==> config.mk <==
export PLATFORM = sky130hd
export DESIGN_NAME = glbl_intr_stat_flat
export DESIGN_NICKNAME = d
export VERILOG_FILES = /design/src/source/glbl_pkg.sv /design/src/source/regbus_if.sv /design/src/source/glbl_intr_stat.sv /design/src/flat_wrapper.sv
export SDC_FILE = /design/constraint.sdc
export NUM_CORES = 1
export LEC_CHECK = 0
export ABC_AREA = 1
export BUFFER_PORTS_ARGS = -buffer_cell sky130_fd_sc_hd__buf_2
export CAP_MARGIN = 20
export CORE_MARGIN = 4
export CORE_UTILIZATION = 38
export DETAILED_ROUTE_END_ITERATION = 10
export PLACE_DENSITY = 0.87
export SLEW_MARGIN = 20
export SYNTH_ARGS = -nofsm -noshare
export SYNTH_HDL_FRONTEND = slang
export SYNTH_SLANG_ARGS = --single-unit
==> constraint.sdc <==
create_clock -name mclk -period 0.8 [get_ports mclk]
set_input_delay 0.08 -clock mclk [delete_from_list [all_inputs] [get_ports mclk]]
set_output_delay 0.08 -clock mclk [all_outputs]
set_load 0.02 [all_outputs]
==> src/source/glbl_pkg.sv <==
`default_nettype none

package glbl_pkg;

   //------------------------------------------------------------
   // Bus types
   //------------------------------------------------------------
   // Word address into the 32-entry register space
   typedef logic [4:0]  reg_addr_t;
   // One register word
   typedef logic [31:0] reg_data_t;
   // One enable per data byte
   typedef logic [3:0]  reg_be_t;
   // Interrupt request, mask and status
   typedef logic [31:0] intr_vec_t;

   //------------------------------------------------------------
   // Register address map
   //------------------------------------------------------------
   localparam reg_addr_t ADDR_CHIP_ID      = 5'd0;
   localparam reg_addr_t ADDR_RST_CTRL     = 5'd1;
   localparam reg_addr_t ADDR_CFG          = 5'd2;
   localparam reg_addr_t ADDR_INTR_MASK    = 5'd3;
   localparam reg_addr_t ADDR_INTR_STAT    = 5'd4;
   localparam reg_addr_t ADDR_MAILBOX      = 5'd5;
   // Scratch bank starts here, one word per register
   localparam reg_addr_t ADDR_SCRATCH_BASE = 5'd16;

   //------------------------------------------------------------
   // Fixed and reset values
   //------------------------------------------------------------
   // Manufacturer 16'h8268, two cores, chip 5, revision 01
   localparam reg_data_t CHIP_ID_VALUE      = 32'h8268_2501;
   // CPU core 0 out of reset after boot
   localparam reg_data_t RST_CTRL_BOOT_RUN  = 32'h0000_0103;
   // CPU held, CPU interface and QSPI released
   localparam reg_data_t RST_CTRL_BOOT_HOLD = 32'h0000_0003;
   // ASCII signature in scratch 0
   localparam reg_data_t SCRATCH0_RESET     = 32'h8273_8343;

   //------------------------------------------------------------
   // Field positions
   //------------------------------------------------------------
   // Reset control register
   localparam int RST_PERIPH_LSB     = 0;
   localparam int RST_PERIPH_MSB     = 6;
   localparam int RST_CPU_LSB        = 8;
   localparam int RST_CPU_MSB        = 9;

   // Configuration register
   localparam int CFG_USER_IRQ_LSB   = 0;
   localparam int CFG_USER_IRQ_MSB   = 2;
   localparam int CFG_SOFT_IRQ_BIT   = 3;
   localparam int CFG_RISCV_CTRL_LSB = 16;
   localparam int CFG_RISCV_CTRL_MSB = 31;

endpackage

`default_nettype wire
==> src/source/regbus_if.sv <==
`default_nettype none

// One accepted register access, front end to register side
interface regbus_if
   import glbl_pkg::*;
();

   // High for one cycle per access
   logic      accept;
   logic      wr;
   reg_addr_t addr;
   reg_data_t wdata;
   reg_be_t   be;

   // Bus front end drives the access
   modport front (output accept, wr, addr, wdata, be);

   // Register banks see the whole access
   modport regs (input accept, wr, addr, wdata, be);

   // Read side only needs the strobe and address
   modport rd (input accept, addr);

endinterface

`default_nettype wire

==> src/source/glbl_intr_stat.sv <==
`default_nettype none

module glbl_intr_stat
   import glbl_pkg::*;
(
   input  wire        mclk,
   input  wire        s_reset_n,
   regbus_if.regs     bus,
   // Packed hardware requests, level sampled each edge
   input  intr_vec_t  hw_intr,
   input  intr_vec_t  intr_mask,
   output intr_vec_t  irq_lines,
   output reg_data_t  stat_rdata
);

   intr_vec_t intr_stat;
   intr_vec_t clr_mask;
   logic      stat_wr;

   //------------------------------------------------------------
   // Write-one-to-clear
   //------------------------------------------------------------
   assign stat_wr = bus.accept & bus.wr & (bus.addr == ADDR_INTR_STAT);

   // Ones in enabled bytes select bits to clear
   always_comb begin
      clr_mask = '0;
      if (stat_wr) begin
         for (int b = 0; b < $bits(reg_be_t); b++) begin
            if (bus.be[b]) begin
               clr_mask[b*8 +: 8] = bus.wdata[b*8 +: 8];
            end
         end
      end
   end

   //------------------------------------------------------------
   // Status capture
   //------------------------------------------------------------
   always_ff @(posedge mclk or negedge s_reset_n) begin
      if (!s_reset_n) begin
         intr_stat <= '0;
      end else begin
         // New request wins over a clear in the same cycle
         intr_stat <= (intr_stat & ~clr_mask) | hw_intr;
      end
   end

   //------------------------------------------------------------
   // Outputs
   //------------------------------------------------------------
   // Masked lines to the CPU
   assign irq_lines  = intr_mask & intr_stat;

   // Status readable at its own address only
   assign stat_rdata = (bus.addr == ADDR_INTR_STAT) ? intr_stat : '0;

endmodule

`default_nettype wire

==> src/flat_wrapper.sv <==
// flat-port wrapper written by rule: the top's interface ports become plain ports
module glbl_intr_stat_flat import glbl_pkg::*;
  (mclk, s_reset_n, hw_intr, intr_mask, irq_lines, stat_rdata, bus_accept, bus_wr, bus_addr, bus_wdata, bus_be);
  regbus_if bus_i ();
  input  wire mclk;
  input  wire s_reset_n;
  input  intr_vec_t hw_intr;
  input  intr_vec_t intr_mask;
  output intr_vec_t irq_lines;
  output reg_data_t stat_rdata;
  input wire logic [$bits(bus_i.accept)-1:0] bus_accept;
  input wire logic [$bits(bus_i.wr)-1:0] bus_wr;
  input wire logic [$bits(bus_i.addr)-1:0] bus_addr;
  input wire logic [$bits(bus_i.wdata)-1:0] bus_wdata;
  input wire logic [$bits(bus_i.be)-1:0] bus_be;
  assign bus_i.accept = bus_accept;
  assign bus_i.wr = bus_wr;
  assign bus_i.addr = bus_addr;
  assign bus_i.wdata = bus_wdata;
  assign bus_i.be = bus_be;
  glbl_intr_stat u_core (.mclk(mclk), .s_reset_n(s_reset_n), .bus(bus_i), .hw_intr(hw_intr), .intr_mask(intr_mask), .irq_lines(irq_lines), .stat_rdata(stat_rdata));
endmodule
# [Word level (Yosys, flattened, before mapping)]
# Cells that the tools add are included.
# Widths: inputs -> output; s select.
[op_classes] n_eq_ne=1 mux=6 n_bitwise=6
[ops] cell="$and 32x32->32" count=2
[ops] cell="$mux 32" count=2
[ops] cell="$mux 8" count=4
[ops] cell="$not 32->32" count=1
[ops] cell="$or 32x32->32" count=1
[ops] cell="$eq 5x3->1 const B" count=1
[ops] cell="$and 1x1->1" count=2
[word_totals] reg_bits=32 elab_cells=14 input_bits=109

# [Logic depth before layout (Yosys ltp)]
# Gate-level depths: netlist (run 1).
[depth] depth_word=6 ltp_mapped=7

# [Worst setup path after synthesis (run 1)]
# Ideal clock, no wire load.
[synth_path] path_kind="input-to-output" startpoint="input port bus_addr[3]" endpoint="output port stat_rdata[13]" t_arrival_ns=0.779 path_buffers=1 setup_slack_ns=-0.059 path_stages=6 path_cell_list="inv_2 -> nand2_2 -> nor2_8 -> nand2_4 -> buf_12 -> nor2_2"
[synth_via] elab_chain_cells=2
[synth_rtl] item="start: declaration" line_no="flat_wrapper.sv:13" source="input wire logic [$bits(bus_i.addr)-1:0] bus_addr;"
[synth_rtl] item="$eq 5x3->1" line_no="glbl_intr_stat.sv:56" source="assign stat_rdata = (bus.addr == ADDR_INTR_STAT) ? intr_stat : '0;"
[synth_rtl] item="$mux 32" line_no="glbl_intr_stat.sv:56"
[synth_rtl] item="end: declaration" line_no="flat_wrapper.sv:10" source="output reg_data_t stat_rdata;"
# No other way between the ends.

# [Worst setup path in the final report (run 1)]
[layout_path] startpoint="register u_core.intr_stat[31]" endpoint="output port irq_lines[31]"
[layout_via] elab_chain_cells=1
[layout_rtl] item="start: declaration" line_no="glbl_intr_stat.sv:16" source="intr_vec_t intr_stat;"
[layout_rtl] item="start signal: assignment" line_no="glbl_intr_stat.sv:45" source="intr_stat <= (intr_stat & ~clr_mask) | hw_intr;"
[layout_rtl] item="$and 32x32->32" line_no="glbl_intr_stat.sv:53" source="assign irq_lines = intr_mask & intr_stat;"
[layout_rtl] item="end: declaration" line_no="flat_wrapper.sv:9" source="output intr_vec_t irq_lines;"
# No other way between the ends.

==> metrics.cfg, run 1 <==
[run_status]
status=finished with violations
violations=negative setup slack

[yosys]
synth_top_family_by_area=simple AND/OR/NAND/NOR gates
synth-xor-area-share_pct=0
yosys-top-cells-count=inv_1 (129), nand2_1 (129), dfrtp_1 (32), nand4_1 (32), nor2_4 (23)
synth-simple-area-share_pct=42.0
yosys_most_used_dff=dfrtp_1
yosys_warnings=0
ys_ff_latch=32
synth_cells=375
ys_seq_area_share_pct=32.0
synth.distinct_cells=14
yosys.area.top_type_share_pct=32.0
synth.area.top_cells=dfrtp_1 (32%), inv_1 (19%), nand2_1 (19%)
synthArstFlopShare_pct=100
synth_compound_area_share_pct=0
syn_avg_cell_area_um2=6.68
synth_edf_count=0
syn-cell-area_um2=2500
yosysTopAreaCell=dfrtp_1
synth_fa_ha_area_share_pct=0
synthesis.nets=484
synthMuxAreaShare_pct=0

[sta]
maxSlewViolCount=0
max_freq_ghz=0.920
max_slew_margin_pct=87.0
whs_ns=0.171
setup_slack_ns=-0.287
fin_crit_sh_pct=136
hold_viol=0
rsz0062_at_grt=true
setup-violations-final=66
fin_crit_ns=1.09
clock_skew_ns=0
worstMarginPinSlew_ns=0.195

[route]
remaining_drc_errors=0
vias=3182
wl_met1_mm=3.26
topRoutingLayerUsed=met4
first_pass_iters=4
routed-wl-met2_mm=5.37
drtAntennaViolNets=0
totalWireLength_mm=10.0
wire_per_inst_um=14.7
viasPerCell=4.68
wl_met3_um=940
drt_iter0_markers=130

[critical_path]
critPathKind=reg -> out
path_cells=buf_6, nand2_4, inv_2, buf_6
worstPathRequired_ns=0.72
cp_max_fo=2
cp-end-kind=output port
slowest_delay_ns=0.39
cp-start-kind=flip-flop
critPathMostFrequentCell=buf_6
slowest_stage=dfrtp_1
worstPathArrival_ns=1.01

[place]
hpwl_mm=5.73
place_area_um2=3480
dp.cells=619
place_congestion=0.807
pre_cts_ws_ns=-0.274
port-buffer-count=172

[clock_network]
cts.clk_slew.worst_paths_ns=0.06
htreeDepth=2
cts_tree=built
cts_sinks=32
clk_latency_ns=0.27
root_buffer=clkbuf_8
cts_buffer_depth=2
cts_buffers=5

[floorplanning]
die_area_um2=7950
row_count=29
initial_utilization_pct=39.2
die_w_um=89.2
coreArea_um2=6390
fp.dieH_um=89.2
pin_count=173

[final_layout]
max_flop_register=u_core.intr_stat
largest_reg_flops=32
fin_nets=711
fillers=444
drive_gt1_share_pct=52.1
largestRegisters=u_core.intr_stat (32)
num_antenna_cells=0
area_growth_pct=85.9
fin_cells=680
final_area_um2=4650

[power]
p_leak_uw=0.00291
cellPowerDensity_nw_per_um2=918
irDropWorstVdd_mv=0.732

[global_route]
track_usage_pct=24.4
grt_max_degree=33
antenna_found_initial=0
grt_pass1_vias=3359
grt.overflow.total=0
grt_pass1_wl_mm=15.0

[job]
maxCapViolations=0

[hold_path]
hp-class=in -> reg

critical path: cells and delay by family, from the launching register on:
kind          cells  cell delay [ns]
buf+inv           3             0.29
simple gates      1             0.04
flops             1             0.39
layer usage:
metal,track usage (%),vias to the layer above
li1,-,1507
met3,6.45,45
met5,0,-
met4,11.5,0
met1,23.7,1425
met2,47.1,205
timing repair:
action | 4_1_cts | 5_1_grt
cloned | 2 | 0
resized for setup | 177 | 49
hold buffers | 33 | 0
pin swaps | 54 | 45
endpoints found under the hold margin | 64 | 0
buffers inserted | 9 | 10
endpoints found under the setup margin | 64 | 96
cell type report:
cell class / count / area (um^2) / area share, %
repair buffers: 236 / 2000 / 42.9
multi-input cells: 197 / 1170 / 25.1
flip-flops and latches: 32 / 802 / 17.2
inverters: 130 / 500 / 10.8
well taps: 77 / 96.3 / 2.07
clock buffers: 8 / 90.1 / 1.94
metrics by stage:
stage               setup TNS (ns)  utilization (%)  total power, uW
floorplan                 -0.00203                -             2150
global placement            -12.78             54.5             2580
detailed placement          -14.48             54.5             2600
CTS                         -14.28             70.3             4230
global route                -17.25             72.9             4520
finish                      -14.10             72.9             4270
cells by family after synthesis:
family        Yosys count
simple gates          197
buf+inv               146
flops                  32
final timing paths:
check | start | to | slack [ns] | cells after the start
hold / removal | bus_wdata[7] | u_core.intr_stat[7] | 0.17 | 6
hold reg to reg | u_core.intr_stat[2] | u_core.intr_stat[2] | 0.53 | 2
setup / recovery | u_core.intr_stat[31] | irq_lines[31] | -0.29 | 4
setup reg to reg | u_core.intr_stat[21] | u_core.intr_stat[21] | -0.01 | 3
max in group asynchronous | s_reset_n | u_core.intr_stat[23] | 0.30 | 3
min in group asynchronous | s_reset_n | u_core.intr_stat[29] | 0.30 | 3
where the power goes:
group	switching [uW]	total [uW]	leakage (uW)	internal (uW)
logic	674	1370	0.00258	697
clock network	572	1270	0.0000455	701
registers	4.09	1630	0.000280	1620
placed cells by master, fill, tap and decap left out, drive strengths merged:
master	count
nor2	34
dfrtp	32
nand2	131
buf	203
nand4	32
dlygate4sd3	33
inv	130
clkbuf	8
(Power assumes the default switching activity.)
==> run 2, diff against run 1 <==
--- a/config.mk
+++ b/config.mk
@@ -5,13 +5,13 @@
 export SDC_FILE = /design/constraint.sdc
 export NUM_CORES = 1
 export LEC_CHECK = 0
-export ABC_AREA = 1
+export ABC_CLOCK_PERIOD_IN_PS = 800
 export BUFFER_PORTS_ARGS = -buffer_cell sky130_fd_sc_hd__buf_2
 export CAP_MARGIN = 20
 export CORE_MARGIN = 4
-export CORE_UTILIZATION = 38
+export CORE_UTILIZATION = 36
 export DETAILED_ROUTE_END_ITERATION = 10
-export PLACE_DENSITY = 0.87
+export PLACE_DENSITY = 0.86
 export SLEW_MARGIN = 20
 export SYNTH_ARGS = -nofsm -noshare
 export SYNTH_HDL_FRONTEND = slang
==> run 2 against run 1 <==
The run still ends with negative setup slack left. Clock power is 35% higher. Flip-flop and latch count stayed put. Setup slack worse by 0.16 ns. Via count is 14% lower. Count of clock-buffer cells in the layout is 1 lower. Cell area is 0.48% higher. Core utilization is 5.6 points higher. Highest routed layer unchanged.
==> metrics.cfg, run 2 <==
[sta]
clock_skew_ns=0  ; unchanged
max_slew_margin_pct=83.6  ; was 87.0%
rsz0062_at_grt=true  ; unchanged
fin_crit_ns=1.24  ; was 1.09 ns
worstMarginPinSlew_ns=0.246  ; was 0.195 ns
setup_slack_ns=-0.445  ; was -0.287 ns
whs_ns=0.0689  ; was 0.171 ns
fin_crit_sh_pct=156  ; was 136%
maxSlewViolCount=0  ; unchanged
hold_viol=0  ; unchanged
max_freq_ghz=0.803  ; was 0.920 GHz
fin_setup_tns_ns=-21.03  ; was -14.10 ns
setup-violations-final=78  ; was 66

[power]
switching_share_pct=28.1  ; was 29.3%
switching_power_uw=1340  ; was 1250 uW
pwr-share-clk_pct=36.0  ; was 29.8%
cellPowerDensity_nw_per_um2=1020  ; was 918 nW/um^2
p_total_uw=4780  ; was 4270 uW
p_int_uw=3440  ; was 3020 uW
irDropWorstVdd_mv=0.799  ; was 0.732 mV
combPwrFrac_pct=30.1  ; was 32.1%
seqPwrFrac_pct=34.0  ; was 38.1%
p_leak_uw=0.00210  ; was 0.00291 uW

[floorplanning]
die_w_um=86.5  ; was 89.2 um
coreArea_um2=5960  ; was 6390 um^2
initial_utilization_pct=37.2  ; was 39.2%
pin_count=173  ; unchanged
die_area_um2=7480  ; was 7950 um^2
row_count=28  ; was 29
fp.dieH_um=86.5  ; was 89.2 um

[global_route]
grt_pass1_wl_mm=12.8  ; was 15.0 mm
grt.overflow.total=0  ; unchanged
grt_max_degree=33  ; unchanged
antenna_found_initial=0  ; unchanged
grt_pass1_vias=2693  ; was 3359
track_usage_pct=21.6  ; was 24.4%

[final_layout]
final_common_cell=buf_2  ; was nand2_1
area_growth_pct=111  ; was 85.9%
final_cell_mix=buf_2 (107), buf_6 (81), nor2b_1 (32), and2_4 (32), dfrtp_1 (32)  ; was nand2_1 (114), buf_2 (107), inv_1 (77)
num_antenna_cells=0  ; unchanged
largest_reg_flops=32  ; unchanged
drive_gt1_share_pct=74.8  ; was 52.1%
largestRegisters=u_core.intr_stat (32)  ; unchanged
fin_nets=553  ; was 711
fin_cells=520  ; was 680
max_flop_register=u_core.intr_stat  ; unchanged

[critical_path]
slowest_delay_ns=0.45  ; was 0.39 ns
critPathMostFrequentCell=buf_6  ; unchanged
slowest_stage=or3_4  ; was dfrtp_1
path_cells=buf_6, or3_4, clkbuf_16, nor3_4, buf_6  ; was buf_6, nand2_4, inv_2, buf_6
critPathKind=in -> out  ; was reg -> out
cp-start-kind=input pin  ; was flip-flop
cp_max_fo=6  ; was 2
worstPathRequired_ns=0.72  ; about the same
cp-end-kind=output port  ; unchanged
worstPathArrival_ns=1.16  ; was 1.01 ns

[route]
remaining_drc_errors=0  ; unchanged
viasPerCell=5.28  ; was 4.68
drtAntennaViolNets=0  ; unchanged
totalWireLength_mm=10.2  ; was 10.0 mm
first_pass_iters=4  ; unchanged
vias=2747  ; was 3182
drt_iter0_markers=85  ; was 130
wire_per_inst_um=19.6  ; was 14.7 um

[yosys]
ys_ff_latch=32  ; unchanged
yosysTopAreaCell=dfrtp_1  ; unchanged
synth.distinct_cells=17  ; was 14
synthesis.nets=355  ; was 484
ys_seq_area_share_pct=36.1  ; was 32.0%
yosys_warnings=0  ; unchanged
syn_avg_cell_area_um2=9.01  ; was 6.68 um^2
synth_edf_count=0  ; unchanged
syn-cell-area_um2=2220  ; was 2500 um^2
yosys.area.top_type_share_pct=36.1  ; was 32.0%
synth_cells=246  ; was 375
synth.area.top_cells=dfrtp_1 (36%), a41oi_1 (13%), nor3_2 (13%)  ; was dfrtp_1 (32%), inv_1 (19%), nand2_1 (19%)
synthArstFlopShare_pct=100  ; unchanged
yosys_most_used_dff=dfrtp_1  ; unchanged

[place]
dp.cells=487  ; was 619
hpwl_mm=5.65  ; was 5.73 mm
port-buffer-count=172  ; unchanged
place_congestion=0.786  ; was 0.807

[clock_network]
cts.clk_slew.worst_paths_ns=0.06  ; about the same
root_buffer=clkbuf_8  ; unchanged
cts_buffer_depth=2  ; unchanged
cts_tree=built  ; unchanged
cts_sinks=32  ; unchanged
cts_buffers=5  ; unchanged
clk_latency_ns=0.27  ; about the same
htreeDepth=2  ; unchanged

[job]
maxCapViolations=0  ; unchanged

[run_status]
status=finished with violations  ; unchanged
violations=negative setup slack  ; unchanged

[hold_path]
hp-class=in -> reg  ; unchanged

==> run 2: cell type report <==
cell class | instances | area (um^2)
repair buffers | 209 | 1780
clock buffers | 7 | 96.3
well taps | 75 | 93.8
fillers | 356 | 1280
flip-flops and latches | 32 | 801
clock inverters | 1 | 30.0
inverters | 32 | 120
multi-input cells | 164 | 1760
==> run 2: critical path: cells and delay by family <==
family	cells	cell delay [ns]
simple gates	2	0.64
buf+inv	3	0.44
==> run 2: power by group through the flow <==
stage	Clock (uW)	Combinational, uW	Sequential [uW]
3_5_place_dp	0	1050	1650
3_3_place_gp	0	1020	1650
6_report	1720	1440	1620
4_1_cts	1740	1270	1620
2_1_floorplan	0	549	1650
5_1_grt	1810	1520	1620
==> run 2: per-stage QoR <==
step	instance area [um^2]	worst slack, ns	util (%)
2_1_floorplan	2590	-0.246	-
3_3_place_gp	3560	-0.386	59.9
3_5_place_dp	3560	-0.408	59.9
4_1_cts	4080	-0.400	68.5
5_1_grt	4680	-0.458	78.5
6_report	4680	-0.445	78.5
==> run 2: worst paths after layout <==
kind | startpoint | to | slack (ns) | cells past startpoint
max | bus_addr[0] | stat_rdata[15] | -0.44 | 5
max in group asynchronous | s_reset_n | u_core.intr_stat[24] | 0.31 | 3
min in group asynchronous | s_reset_n | u_core.intr_stat[20] | 0.30 | 3
min | hw_intr[0] | u_core.intr_stat[0] | 0.07 | 3
max reg2reg | u_core.intr_stat[24] | u_core.intr_stat[24] | -0.06 | 4
min reg2reg | u_core.intr_stat[0] | u_core.intr_stat[0] | 0.58 | 2
==> run 2: logic make-up (layout without fill, tap and decap cells) <==
family	after synthesis	in the layout	synth area share [%]
simple gates	132	132	39.8
compound gates	32	32	12.6
flops	32	32	36.1
buf+inv	50	249	11.5
==> run 2: repair_timing <==
item,CTS,global route
hold endpoints to repair,32,0
gates cloned,1,4
buffers inserted,6,15
hold buffers,1,0
pin swaps,21,20
gates resized for setup,108,111
setup endpoints to repair,66,96
==> run 2: metal layers <==
| layer | part of all wire (%) | GRT usage, % | vias to the layer above | wire length [um] |
|---|---|---|---|---|
| met5 | 0 | 0 | - | 0 |
| met4 | 1.3 | 5.24 | 0 | 133 |
| met3 | 7.2 | 4.56 | 15 | 738 |
| met2 | 57 | 42.3 | 152 | 5840 |
| met1 | 34 | 23.2 | 1344 | 3480 |
| li1 | - | - | 1236 | - |
