<file path="src/source/glbl_pkg.sv">
`default_nettype none

package glbl_pkg;

   //------------------------------------------------------------
   // Bus types
   //------------------------------------------------------------
   // Word address into the 32-entry register space
   typedef logic [4:0]  reg_addr_t;
   // One register word
   typedef logic [31:0] reg_data_t;
   // One enable per data byte
   typedef logic [3:0]  reg_be_t;
   // Interrupt request, mask and status
   typedef logic [31:0] intr_vec_t;

   //------------------------------------------------------------
   // Register address map
   //------------------------------------------------------------
   localparam reg_addr_t ADDR_CHIP_ID      = 5'd0;
   localparam reg_addr_t ADDR_RST_CTRL     = 5'd1;
   localparam reg_addr_t ADDR_CFG          = 5'd2;
   localparam reg_addr_t ADDR_INTR_MASK    = 5'd3;
   localparam reg_addr_t ADDR_INTR_STAT    = 5'd4;
   localparam reg_addr_t ADDR_MAILBOX      = 5'd5;
   // Scratch bank starts here, one word per register
   localparam reg_addr_t ADDR_SCRATCH_BASE = 5'd16;

   //------------------------------------------------------------
   // Fixed and reset values
   //------------------------------------------------------------
   // Manufacturer 16'h8268, two cores, chip 5, revision 01
   localparam reg_data_t CHIP_ID_VALUE      = 32'h8268_2501;
   // CPU core 0 out of reset after boot
   localparam reg_data_t RST_CTRL_BOOT_RUN  = 32'h0000_0103;
   // CPU held, CPU interface and QSPI released
   localparam reg_data_t RST_CTRL_BOOT_HOLD = 32'h0000_0003;
   // ASCII signature in scratch 0
   localparam reg_data_t SCRATCH0_RESET     = 32'h8273_8343;

   //------------------------------------------------------------
   // Field positions
   //------------------------------------------------------------
   // Reset control register
   localparam int RST_PERIPH_LSB     = 0;
   localparam int RST_PERIPH_MSB     = 6;
   localparam int RST_CPU_LSB        = 8;
   localparam int RST_CPU_MSB        = 9;

   // Configuration register
   localparam int CFG_USER_IRQ_LSB   = 0;
   localparam int CFG_USER_IRQ_MSB   = 2;
   localparam int CFG_SOFT_IRQ_BIT   = 3;
   localparam int CFG_RISCV_CTRL_LSB = 16;
   localparam int CFG_RISCV_CTRL_MSB = 31;

endpackage

`default_nettype wire
</file>
<file path="src/source/regbus_if.sv">
`default_nettype none

// One accepted register access, front end to register side
interface regbus_if
   import glbl_pkg::*;
();

   // High for one cycle per access
   logic      accept;
   logic      wr;
   reg_addr_t addr;
   reg_data_t wdata;
   reg_be_t   be;

   // Bus front end drives the access
   modport front (output accept, wr, addr, wdata, be);

   // Register banks see the whole access
   modport regs (input accept, wr, addr, wdata, be);

   // Read side only needs the strobe and address
   modport rd (input accept, addr);

endinterface

`default_nettype wire

</file>
<file path="src/source/glbl_read_resp.sv">
`default_nettype none

module glbl_read_resp
   import glbl_pkg::*;
(
   input  wire        mclk,
   input  wire        s_reset_n,
   regbus_if.rd       bus,
   // Bank words, zero when not addressed
   input  reg_data_t  ctrl_rdata,
   input  reg_data_t  stat_rdata,
   output reg_data_t  reg_rdata
);

   reg_data_t rd_word;

   //------------------------------------------------------------
   // Read select
   //------------------------------------------------------------
   // Chip ID is a constant, no storage
   // Unmapped addresses fall through as zero from both banks
   always_comb begin
      if (bus.addr == ADDR_CHIP_ID) begin
         rd_word = CHIP_ID_VALUE;
      end else begin
         rd_word = ctrl_rdata | stat_rdata;
      end
   end

   //------------------------------------------------------------
   // Read data register
   //------------------------------------------------------------
   // Loaded on the accept edge, valid with ack
   always_ff @(posedge mclk or negedge s_reset_n) begin
      if (!s_reset_n) begin
         reg_rdata <= '0;
      end else if (bus.accept) begin
         reg_rdata <= rd_word;
      end
   end

endmodule

`default_nettype wire

</file>
<file path="src/flat_wrapper.sv">
// flat-port wrapper written by rule: the top's interface ports become plain ports
module glbl_read_resp_flat import glbl_pkg::*;
  (mclk, s_reset_n, ctrl_rdata, stat_rdata, reg_rdata, bus_accept, bus_addr);
  regbus_if bus_i ();
  input  wire mclk;
  input  wire s_reset_n;
  input  reg_data_t ctrl_rdata;
  input  reg_data_t stat_rdata;
  output reg_data_t reg_rdata;
  input wire logic [$bits(bus_i.accept)-1:0] bus_accept;
  input wire logic [$bits(bus_i.addr)-1:0] bus_addr;
  assign bus_i.accept = bus_accept;
  assign bus_i.addr = bus_addr;
  glbl_read_resp u_core (.mclk(mclk), .s_reset_n(s_reset_n), .bus(bus_i), .ctrl_rdata(ctrl_rdata), .stat_rdata(stat_rdata), .reg_rdata(reg_rdata));
endmodule
</file>
<file path="config.mk">
export PLATFORM = sky130hd
export DESIGN_NAME = glbl_read_resp_flat
export DESIGN_NICKNAME = d
export VERILOG_FILES = /design/src/source/glbl_pkg.sv /design/src/source/regbus_if.sv /design/src/source/glbl_read_resp.sv /design/src/flat_wrapper.sv
export SDC_FILE = /design/constraint.sdc
export NUM_CORES = 1
export LEC_CHECK = 0
export BUFFER_PORTS_ARGS = -buffer_cell sky130_fd_sc_hd__buf_4
export CAP_MARGIN = 10
export CORE_ASPECT_RATIO = 1.5
export CORE_MARGIN = 2
export CORE_UTILIZATION = 41
export CTS_CLUSTER_DIAMETER = 150
export DETAILED_ROUTE_END_ITERATION = 7
export GPL_TIMING_DRIVEN = 1
export PLACE_DENSITY = 0.82
export REMOVE_ABC_BUFFERS = 1
export SLEW_MARGIN = 20
export SYNTH_ARGS = -nofsm -noshare
export SYNTH_HDL_FRONTEND = slang
export SYNTH_SLANG_ARGS = --single-unit
</file>
<file path="constraint.sdc">
create_clock -name mclk -period 0.85 [get_ports mclk]
set_input_delay 0.1275 -clock mclk [delete_from_list [all_inputs] [get_ports mclk]]
set_output_delay 0.1275 -clock mclk [all_outputs]
set_load 0.03 [all_outputs]
</file>
==> Yosys cells after proc, flatten, opt, wreduce, memory -nomap -nowiden <==
Cells that the tools add are included.
{ "op_classes": {"n_mux": 1, "bitwise_logic": 1, "n_reduce_logical": 1} }
{ "op_table": {"columns": ["operator", "count"], "rows": [
  ["$mux 32", 1],
  ["$or 32x32->32", 1],
  ["$logic_not 5->1", 1]
]} }
{ "word_totals": {"reg_bits": 32, "out_inout_bits": 32, "elab_cells": 4} }

==> Depth between registers and ports, before layout <==
Gate-level depths: netlist of run 1.
{ "depth": {"word_depth": 2, "ltp_mapped": 5} }

==> Worst setup path after synthesis of run 1 <==
OpenSTA, ideal clock, no wires.
{ "synth_timing": {"path_kind": "reg2reg", "from": "register u_core.reg_rdata[14] (netlist name)", "to": "register u_core.reg_rdata[14]", "setup_ns": 0.089, "arrival_time_ns": 0.793, "required_ns": 0.761, "setup_slack_ns": -0.032, "path_stages_with_launch": 3, "path_cell_list": "dfrtp_1 nor2_1 a211oi_4"} }
{ "synth_lines": {"columns": ["item", "line", "source"], "rows": [
  ["end signal: assignment", "glbl_read_resp.sv:38", "reg_rdata <= rd_word;"],
  ["end: declaration", "glbl_read_resp.sv:12", "output reg_data_t reg_rdata"]
]} }

==> Final worst setup path of run 1 <==
{ "layout_timing": {"from": "register u_core.reg_rdata[30]", "to": "output port reg_rdata[30]"} }
{ "layout_lines": {"columns": ["item", "line", "source"], "rows": [
  ["end: declaration", "flat_wrapper.sv:9", "output reg_data_t reg_rdata;"]
]} }
No word-level cell between the ends.

==> flow_summary_export.csv, run 1 <==
group,metric,value,unit
run_status,status,"finished, violations left",
run_status,violations,"negative setup slack",
synth,synthMuxAreaShare,0,
worst_setup_path,r2r_slack,0.02,ns
timing,slew_headroom,0.724,
worst_setup_path,cp.arrival,0.84,ns
timing,slew_viol_final,0,
worst_setup_path,crit_path_cell_trace,"buf_6",
global_route,grt_max_degree,33,
clock_network,htreeDepth,2,
synth,ys_seq_area_frac,0.526,
power,power_density,1640,mW/mm²
timing,min_period,0.970,ns
worst_setup_path,cp_top_family,"flip-flops",
floorplanning,initial_core_util,0.421,
timing,max_freq,1030,MHz
timing,finalSetupViolations,32,
global_route,overflow,0,
worst_setup_path,crit_fanout,2,
timing,clock_skew,0,ns
timing,setup_ws,-0.120,ns
final_layout,fin_cells,312,
routing,ant_nets,0,
routing,via_per_inst,4.85,
floorplanning,rows,27,
final_layout,antenna_cells,0,
place,dpl.hpwl,2920,µm
clock_network,root_buffer,"clkbuf_8",
final_layout,reg_top3,"u_core.reg_rdata x32",
global_route,grt_usage,0.205,
clock_network,clockBufferDepth,2,
job,drv_cap,0,
floorplanning,core-area,0.00361,mm²
worst_setup_path,crit_path_end_kind,"output pin",
place,dp_cells,283,
routing,drc,0,
clock_network,clock-sinks,32,
global_route,grt_pass1_wl,6180,µm
routing,avgRoutedWirePerCell,13.7,µm
worst_setup_path,slowest_delay,0.41,ns
final_layout,layout.nets,340,
synth,synth_simple_gate_area_frac,0.197,
synth,synth_top_family_by_area,"compound AO/OA/AOI/OAI gates",
synth,synth.distinct_cells,14,
synth,syn_inst,142,
synth,synth_area_leader_cell,"dfrtp_1",
final_layout,area_growth,80.1,%
synth,synth_compound_area_frac,0.219,
synth,synth_xor_area_frac,0,
clock_network,numCtsBuffers,5,
synth,ys_warn_count,0,
synth,ys_seq_elements,32,
hold_path,hp-class,"in -> reg",
worst_setup_path,worstPathRequired,0.72,ns
floorplanning,ios,104,
synth,synth_area_leaders,"dfrtp_1 (53%), a211oi_2 (15%), nor2_1 (14%), nor3b_1 (4.4%), o21ai_0 (3.0%)",
floorplanning,die-area,0.00422,mm²
place,port_buffers,103,
synth,synthAdderAreaFrac,0,
final_layout,drive_above_1_share,0.621,
synth,synth.avg_cell_area,10.7,µm²
timing,period_share,1.14,
routing,drt_first_pass_iters,4,
global_route,grt_pass1_vias,1385,
power,peakVddDrop,0.00124,V
timing,rsz0062_at_grt,"true",
power,power.leakage,0.00124,µW
final_layout,fillers,261,
routing,vias,1512,
worst_setup_path,crit_buf_inv,1,
global_route,antenna_found_initial,0,
routing,drt-initial-drc-count,36,
final_layout,largest_reg_flops,32,
place,dp_slack,-0.211,ns
timing,hold_viol_final,0,
clock_network,path_clk_slew,0.07,ns
synth,synth_top_area_frac,0.526,
synth,synth_area,0.00152,mm²
floorplanning,die_h,78.6,µm
clock_network,cts_tree,"yes",
clock_network,clk_latency,0.28,ns
worst_setup_path,crit_type,"reg -> out",
place,place.gp.congestion,0.730,
timing,worstMarginPinSlew,0.414,ns
worst_setup_path,critical_path.slowest_cell,"dfrtp_1",
floorplanning,die_x,53.7,µm
final_layout,top_register,"u_core.reg_rdata",
worst_setup_path,cp-start-kind,"register",
routing,routed_wl,4280,µm
## cell families after synthesis
family          Yosys count
compound gates           32
flops                    32
buf+inv                  10
simple gates             68
## worst register-to-register path: cells and delay by family, from the launching register on
kind                   cells  cell delay (ns)
DFF                        1             0.39
AOI/OAI and AO/OA          1             0.06
and+or+nand+nor            1             0.12
buffers and inverters      1             0.14
## layer usage
layer	routed length, µm	GRT usage	vias up
met1	1590	0.231	693
met3	305	0.0703	14
met4	161	0.113	0
li1	-	-	737
met2	2230	0.326	68
met5	0	0	-
## Yosys cell counts
cell	n
dfrtp_1	32
and4b_1	1
a211oi_2	18
buf_4	1
nand4b_1	1
o21ai_0	9
a211oi_1	3
a211oi_4	2
nor2_1	57
clkbuf_1	1
buf_2	5
nor3b_1	9
buf_6	1
buf_12	2
## power by group
group	switching, µW	total (µW)	internal (µW)
clock	543	1410	869
combinational	617	1330	708
sequential	98.9	1760	1660
## stage by stage
stage	instance area (µm²)	hold slack, ns	utilization	power (µW)	TNS [ns]
after detailed placement	2310	0.0859	0.639	2850	-4.99
after floorplan	1430	-0.168	-	2240	-11.48
after CTS	2650	0.113	0.733	4460	-3.25
after global placement	2310	0.0872	0.639	2830	-3.78
final	2740	0.0976	0.758	4490	-3.05
after global routing	2740	0.112	0.758	4710	-4.02
## cell type report
cell class	count	area [µm²]	share of cell area
sequential	32	801	0.292
tap	43	53.8	0.0196
clock buffer	6	72.6	0.0265
clock inverter	2	35.0	0.0128
multi-input combinational	100	671	0.245
timing repair buffer	129	1110	0.404
## what timing repair did
item,CTS,global route
hold buffers,1,0
pin swaps,0,4
resized for setup,33,15
buffers inserted,13,8
hold endpoints to repair,32,0
setup endpoints to repair,32,40
## final timing paths
path                                      startpoint              endpoint  cells after the start
worst max-delay path            u_core.reg_rdata[30]         reg_rdata[30]                      1
worst min-delay path                  stat_rdata[21]  u_core.reg_rdata[21]                      3
worst max register to register  u_core.reg_rdata[18]  u_core.reg_rdata[18]                      3
worst min register to register  u_core.reg_rdata[13]  u_core.reg_rdata[13]                      2
max in group asynchronous                  s_reset_n   u_core.reg_rdata[3]                      2
min in group asynchronous                  s_reset_n  u_core.reg_rdata[14]                      2
## cells in the final DEF, fill, tap and decap left out
| cell type | count |
|---|---|
| o21ai_1 | 2 |
| dfrtp_1 | 32 |
| nand4b_1 | 1 |
| and4b_1 | 1 |
| nor2_1 | 46 |
| bufinv_16 | 1 |
| nor3b_1 | 9 |
| nor2_4 | 1 |
| buf_12 | 1 |
| dlygate4sd3_1 | 1 |
| o21ai_0 | 7 |
| clkbuf_1 | 1 |
| buf_4 | 94 |
| clkinv_2 | 1 |
| a211oi_1 | 2 |
| a211oi_4 | 2 |
| a211oi_2 | 19 |
| nor2_2 | 10 |
| clkbuf_8 | 5 |
| buf_6 | 33 |
No activity file was read; power rests on OpenSTA's default activity.
==> run 2, diff against run 1 <==
==> constraint.sdc (replaced) <==
create_clock -name mclk -period 0.85 [get_ports mclk]
set_input_delay 0.17 -clock mclk [delete_from_list [all_inputs] [get_ports mclk]]
set_output_delay 0.17 -clock mclk [all_outputs]
set_load 0.03 [all_outputs]
==> run 2 against run 1 <==
Against the previous run:
- the flow still finishes with violations (negative setup slack)
- routed wire length rose by 2.3%
- sequential power is essentially flat
- clock skew is the same
- worst hold slack better by 0.043 ns
- sequential share of layout area increased by 0.16 points
- critical path type unchanged
- critical endpoint is now reg_rdata[7]
==> flow_summary_export.csv, run 2 (synthesized netlist as in run 1, its figures left out) <==
group,metric,value,unit
power,peakVddDrop,0.00140,V
worst_setup_path,cp-start-kind,"register",
clock_network,numCtsBuffers,5,
worst_setup_path,worst_r2r_path_depth,4,
timing,hold_viol_final,0,
final_layout,area_growth,79.1,%
final_layout,top_register,"u_core.reg_rdata",
floorplanning,die-area,0.00422,mm²
global_route,antenna_found_initial,0,
timing,period_share,1.18,
worst_setup_path,critical_path.slowest_cell,"dfrtp_1",
final_layout,drive_above_1_share,0.623,
clock_network,cts_tree,"yes",
clock_network,clk_latency,0.28,ns
timing,clock_skew,0,ns
routing,drt-initial-drc-count,24,
place,place.gp.congestion,0.732,
routing,via_per_inst,4.85,
timing,slew_viol_final,0,
routing,drt_first_pass_iters,4,
routing,vias,1508,
floorplanning,initial_core_util,0.421,
final_layout,largest_reg_flops,32,
clock_network,clock-sinks,32,
worst_setup_path,slowest_delay,0.40,ns
final_layout,reg_top3,"u_core.reg_rdata x32",
floorplanning,core-area,0.00361,mm²
worst_setup_path,worstPathRequired,0.68,ns
power,seqPwrFrac,0.413,
global_route,grt_pass1_wl,6350,µm
run_status,violations,"negative setup slack",
final_layout,final_common_cell,"buf_4",
worst_setup_path,crit_type,"reg -> out",
final_layout,antenna_cells,0,
place,port_buffers,103,
final_layout,fillers,260,
hold_path,hold_depth,3,
hold_path,hp-class,"in -> reg",
worst_setup_path,crit_path_cell_trace,"buf_6",
routing,drc,0,
timing,min_period,0.999,ns
power,comb_power_share,0.312,
clock_network,htreeDepth,2,
power,power_density,1560,mW/mm²
floorplanning,die_h,78.6,µm
clock_network,path_clk_slew,0.07,ns
power,clock_power_share,0.276,
power,power.leakage,0.00123,µW
final_layout,layout.nets,339,
power,p_int,3010,µW
clock_network,root_buffer,"clkbuf_8",
worst_setup_path,crit_fanout,2,
final_layout,seqCellArea,801,µm²
worst_setup_path,critical_path_depth,1,
worst_setup_path,cp.arrival,0.83,ns
routing,ant_nets,0,
power,totalPowerFinal,4260,µW
worst_setup_path,cp_top_family,"flip-flops",
global_route,grt_max_degree,33,
final_layout,multi_input_area,678,µm²
timing,max_freq,1000,MHz
timing,rsz0062_at_grt,"true",
final_layout,most-common-layout-cells,"buf_4 (93), nor2_1 (47), buf_6 (33)",
floorplanning,die_x,53.7,µm
power,sw_frac_of_total,0.294,
timing,slew_headroom,0.733,
routing,avgRoutedWirePerCell,14.1,µm
timing,worstMarginPinSlew,0.400,ns
floorplanning,rows,27,
global_route,overflow,0,
timing,fin_tns_setup,-4.34,ns
worst_setup_path,crit_path_end_kind,"output pin",
clock_network,clockBufferDepth,2,
worst_setup_path,crit_buf_inv,1,
power,power.switching,1250,µW
place,dp_cells,284,
global_route,grt_usage,0.207,
timing,finalSetupViolations,33,
global_route,grt_pass1_vias,1450,
timing,setup_ws,-0.149,ns
job,drv_cap,0,
final_layout,fin_cells,311,
place,dpl.hpwl,3010,µm
run_status,status,"finished, violations left",
floorplanning,ios,104,
routing,routed_wl,4380,µm
## run 2: cell count changes in the layout (fill, tap and decap cells not counted)
cell / change
bufinv_16: -1
nor2_1: +1
a211oi_2: +1
o21ai_0: +1
o21ai_1: -1
nor2_2: -2
clkbuf_8: +1
a211oi_1: -1
clkinv_2: +1
clkbuf_1: -1
buf_4: -1
nor2_4: +1
## run 2: metal layers
layer / global-route usage / wire (µm) / up-vias
met5: 0 / 0 / -
met4: 0.0897 / 125 / 0
met3: 0.0703 / 336 / 9
met2: 0.345 / 2410 / 68
met1: 0.230 / 1510 / 696
li1: - / - / 735
## run 2: worst paths after layout
check	startpoint	end	slack (ns)
worst min-delay path	stat_rdata[19]	u_core.reg_rdata[19]	0.14
worst max register to register	u_core.reg_rdata[2]	u_core.reg_rdata[2]	-0.06
worst max-delay path	u_core.reg_rdata[7]	reg_rdata[7]	-0.15
worst min register to register	u_core.reg_rdata[21]	u_core.reg_rdata[21]	0.59
max in group asynchronous	s_reset_n	u_core.reg_rdata[27]	0.18
min in group asynchronous	s_reset_n	u_core.reg_rdata[28]	0.38
## run 2: final cells by class
class / count / area share
clock inverters: 2 / 0.00367
repair buffers: 128 / 0.404
well taps: 43 / 0.0197
multi-input cells: 100 / 0.249
clock buffers: 6 / 0.0303
flip-flops and latches: 32 / 0.294
## run 2: timing repair
item,CTS,global route
pin swaps,0,3
buffers inserted,13,6
gates resized for setup,33,15
endpoints found under the hold margin,32,0
endpoints found under the setup margin,32,37
hold buffers,1,0
## run 2: metrics by stage
step	worst slack [ns]	area, µm²	hold slack, ns	util
2_1_floorplan	-0.586	1430	-0.126	-
5_1_grt	-0.185	2730	0.168	0.754
6_report	-0.149	2730	0.141	0.754
4_1_cts	-0.163	2640	0.161	0.731
3_5_place_dp	-0.247	2320	0.131	0.641
3_3_place_gp	-0.201	2320	0.127	0.641
## run 2: worst register-to-register path: stages, from the launching register on
cell      delay, ns
dfrtp_1        0.39
buf_4          0.14
buf_4          0.13
nor2_4         0.07
a211oi_2       0.05
## run 2: power groups by stage
stage               clock [µW]  sequential, µW  combinational [µW]
finish                    1170            1760                1330
global route              1300            1770                1400
CTS                       1210            1760                1270
detailed placement           0            1760                1100
global placement             0            1760                1080
floorplan                    0            2030                 213
==> run 3, diff against run 2 <==
- BUFFER_PORTS_ARGS: -buffer_cell sky130_fd_sc_hd__buf_4 -> not set
- CORE_UTILIZATION: 41 -> 61
- DONT_BUFFER_PORTS: not set -> 1
- PLACE_DENSITY: 0.82 -> 0.8
==> run 3 against run 2 <==
Against the previous run:
- cell area is 24% lower
- fmax is 9.4% lower
- critical path type unchanged
- global-route usage is 4.4 points higher
- non-clock buffer count is 80 lower
- clock skew stayed put
- the run ends with negative hold slack, negative setup slack left
==> flow_summary_export.csv, run 3 (synthesized netlist as in run 1, its figures left out) <==
group,metric,value,unit
run_status,status,"finished, violations left",
run_status,violations,"negative hold slack, negative setup slack",
worst_setup_path,critical_path.slowest_cell,"dfrtp_1",
worst_setup_path,cp-start-kind,"register",
floorplanning,die_x,44.8,µm
final_layout,fin_cells,212,
worst_setup_path,r2r_slack,-0.08,ns
timing,setup_ws,-0.253,ns
clock_network,numCtsBuffers,5,
power,sw_frac_of_total,0.305,
job,drv_cap,0,
routing,ant_nets,0,
power,seqPwrFrac,0.485,
timing,max_freq,907,MHz
final_layout,top_register,"u_core.reg_rdata",
power,peakVddDrop,0.00119,V
worst_setup_path,cp_top_family,"flip-flops",
worst_setup_path,timing.rr.start,"u_core.reg_rdata[26]",
final_layout,fillers,116,
timing,rsz0062_at_grt,"true",
routing,routed_wl,4070,µm
timing,finalSetupViolations,36,
timing,slew_viol_final,0,
worst_setup_path,crit_path_end_kind,"output pin",
final_layout,layout.nets,259,
global_route,grt_usage,0.251,
global_route,overflow,0,
routing,vias,1271,
final_layout,area_growth,35.4,%
worst_setup_path,r2r_end,"u_core.reg_rdata[26]",
timing,min_period,1.10,ns
floorplanning,rows,22,
floorplanning,die-area,0.00292,mm²
timing,slew_headroom,0.781,
worst_setup_path,crit_path_cell_trace,"buf_6",
global_route,antenna_found_initial,0,
timing,period_share,1.30,
timing,fin_tns_setup,-7.12,ns
power,clock_power_share,0.251,
timing,worstMarginPinSlew,0.327,ns
final_layout,antenna_cells,0,
worst_setup_path,crit_type,"reg -> out",
place,place.gp.congestion,0.647,
final_layout,reg_top3,"u_core.reg_rdata x32",
power,power.leakage,0.000826,µW
global_route,grt_pass1_wl,5150,µm
clock_network,htreeDepth,2,
clock_network,clk_latency,0.34,ns
worst_setup_path,slowest_delay,0.43,ns
timing,clock_skew,0,ns
final_layout,drive_above_1_share,0.436,
floorplanning,core-area,0.00239,mm²
timing,hold_ws,-0.494,ns
worst_setup_path,worstPathRequired,0.68,ns
clock_network,clock-sinks,32,
worst_setup_path,crit_fanout,2,
global_route,grt.busiest_layer,"met2",
routing,drt-initial-drc-count,27,
power,power_density,1770,mW/mm²
global_route,met3_usage,0.0797,
clock_network,clockBufferDepth,2,
worst_setup_path,worst_r2r_path_depth,4,
place,dp_cells,189,
routing,via_per_inst,6.00,
global_route,gr-usage-met1,0.261,
power,power.switching,1110,µW
power,comb_power_share,0.264,
worst_setup_path,crit_buf_inv,1,
timing,hold_viol_final,55,
power,p_int,2540,µW
worst_setup_path,cp.arrival,0.93,ns
routing,avgRoutedWirePerCell,19.2,µm
place,dpl.hpwl,2310,µm
routing,drc,0,
place,port_buffers,0,
clock_network,root_buffer,"clkbuf_4",
clock_network,path_clk_slew,0.10,ns
global_route,grt_use_met2,0.444,
floorplanning,ios,104,
global_route,grt_max_degree,67,
global_route,grt_pass1_vias,1165,
floorplanning,initial_core_util,0.635,
routing,drt_first_pass_iters,4,
floorplanning,die_h,65.2,µm
final_layout,most-common-layout-cells,"nor2_1 (49), buf_6 (32), dfrtp_1 (32)",
final_layout,final_common_cell,"nor2_1",
clock_network,cts_tree,"yes",
hold_path,hp-class,"in -> async",
final_layout,largest_reg_flops,32,
## run 3: changes by cell type in the layout (fill, tap and decap cells not counted), sizes merged
| cell | before | now |
|---|---|---|
| dlygate4sd3 | 1 | 0 |
| buf | 127 | 48 |
| clkinv | 2 | 0 |
| clkbuf | 6 | 8 |
## run 3: how the worst max path moves through the flow
| stage | cells after the start | startpoint | to | slack [ns] |
|---|---|---|---|---|
| after CTS | 1 | u_core.reg_rdata[11] | reg_rdata[11] | -0.23 |
| after global routing | 1 | u_core.reg_rdata[7] | reg_rdata[7] | -0.28 |
| after global placement | 4 | bus_addr[1] | u_core.reg_rdata[28] | -0.08 |
| after detailed placement | 4 | bus_addr[1] | u_core.reg_rdata[30] | -0.11 |
| final | 1 | u_core.reg_rdata[7] | reg_rdata[7] | -0.25 |
| after floorplan | 3 | bus_addr[1] | u_core.reg_rdata[28] | -0.59 |
## run 3: cell type report
type                    instances  area [µm²]  area share
flip-flops and latches         32         801       0.389
well taps                      24        30.0      0.0146
repair buffers                 48         493       0.239
multi-input cells             100         678       0.329
clock buffers                   8        58.8      0.0285
## run 3: repair_timing
action | in CTS | in global routing
resized for setup | 32 | 15
hold endpoints to repair | 55 | 55
buffers inserted | 8 | 8
setup endpoints to repair | 32 | 35
pin swaps | 0 | 5
## run 3: metrics by stage
stage	power [µW]	setup WS [ns]	area (µm²)	utilization
floorplan	2240	-0.586	1430	-
global placement	2480	-0.0755	1720	0.720
detailed placement	2510	-0.115	1720	0.720
CTS	3560	-0.231	1960	0.820
global route	3780	-0.279	2060	0.861
finish	3650	-0.253	2060	0.861
## run 3: power groups by stage
stage	Clock (µW)	Sequential (µW)	Combinational, µW
after CTS	922	1760	880
after floorplan	0	2030	213
after global placement	0	1760	725
after detailed placement	0	1760	747
after global routing	998	1780	1010
final	916	1770	962
## run 3: routing by layer
metal,part of all wire,vias to the layer above
li1,-,573
met1,0.35,606
met2,0.57,85
met3,0.067,7
met4,0.015,0
met5,0,-
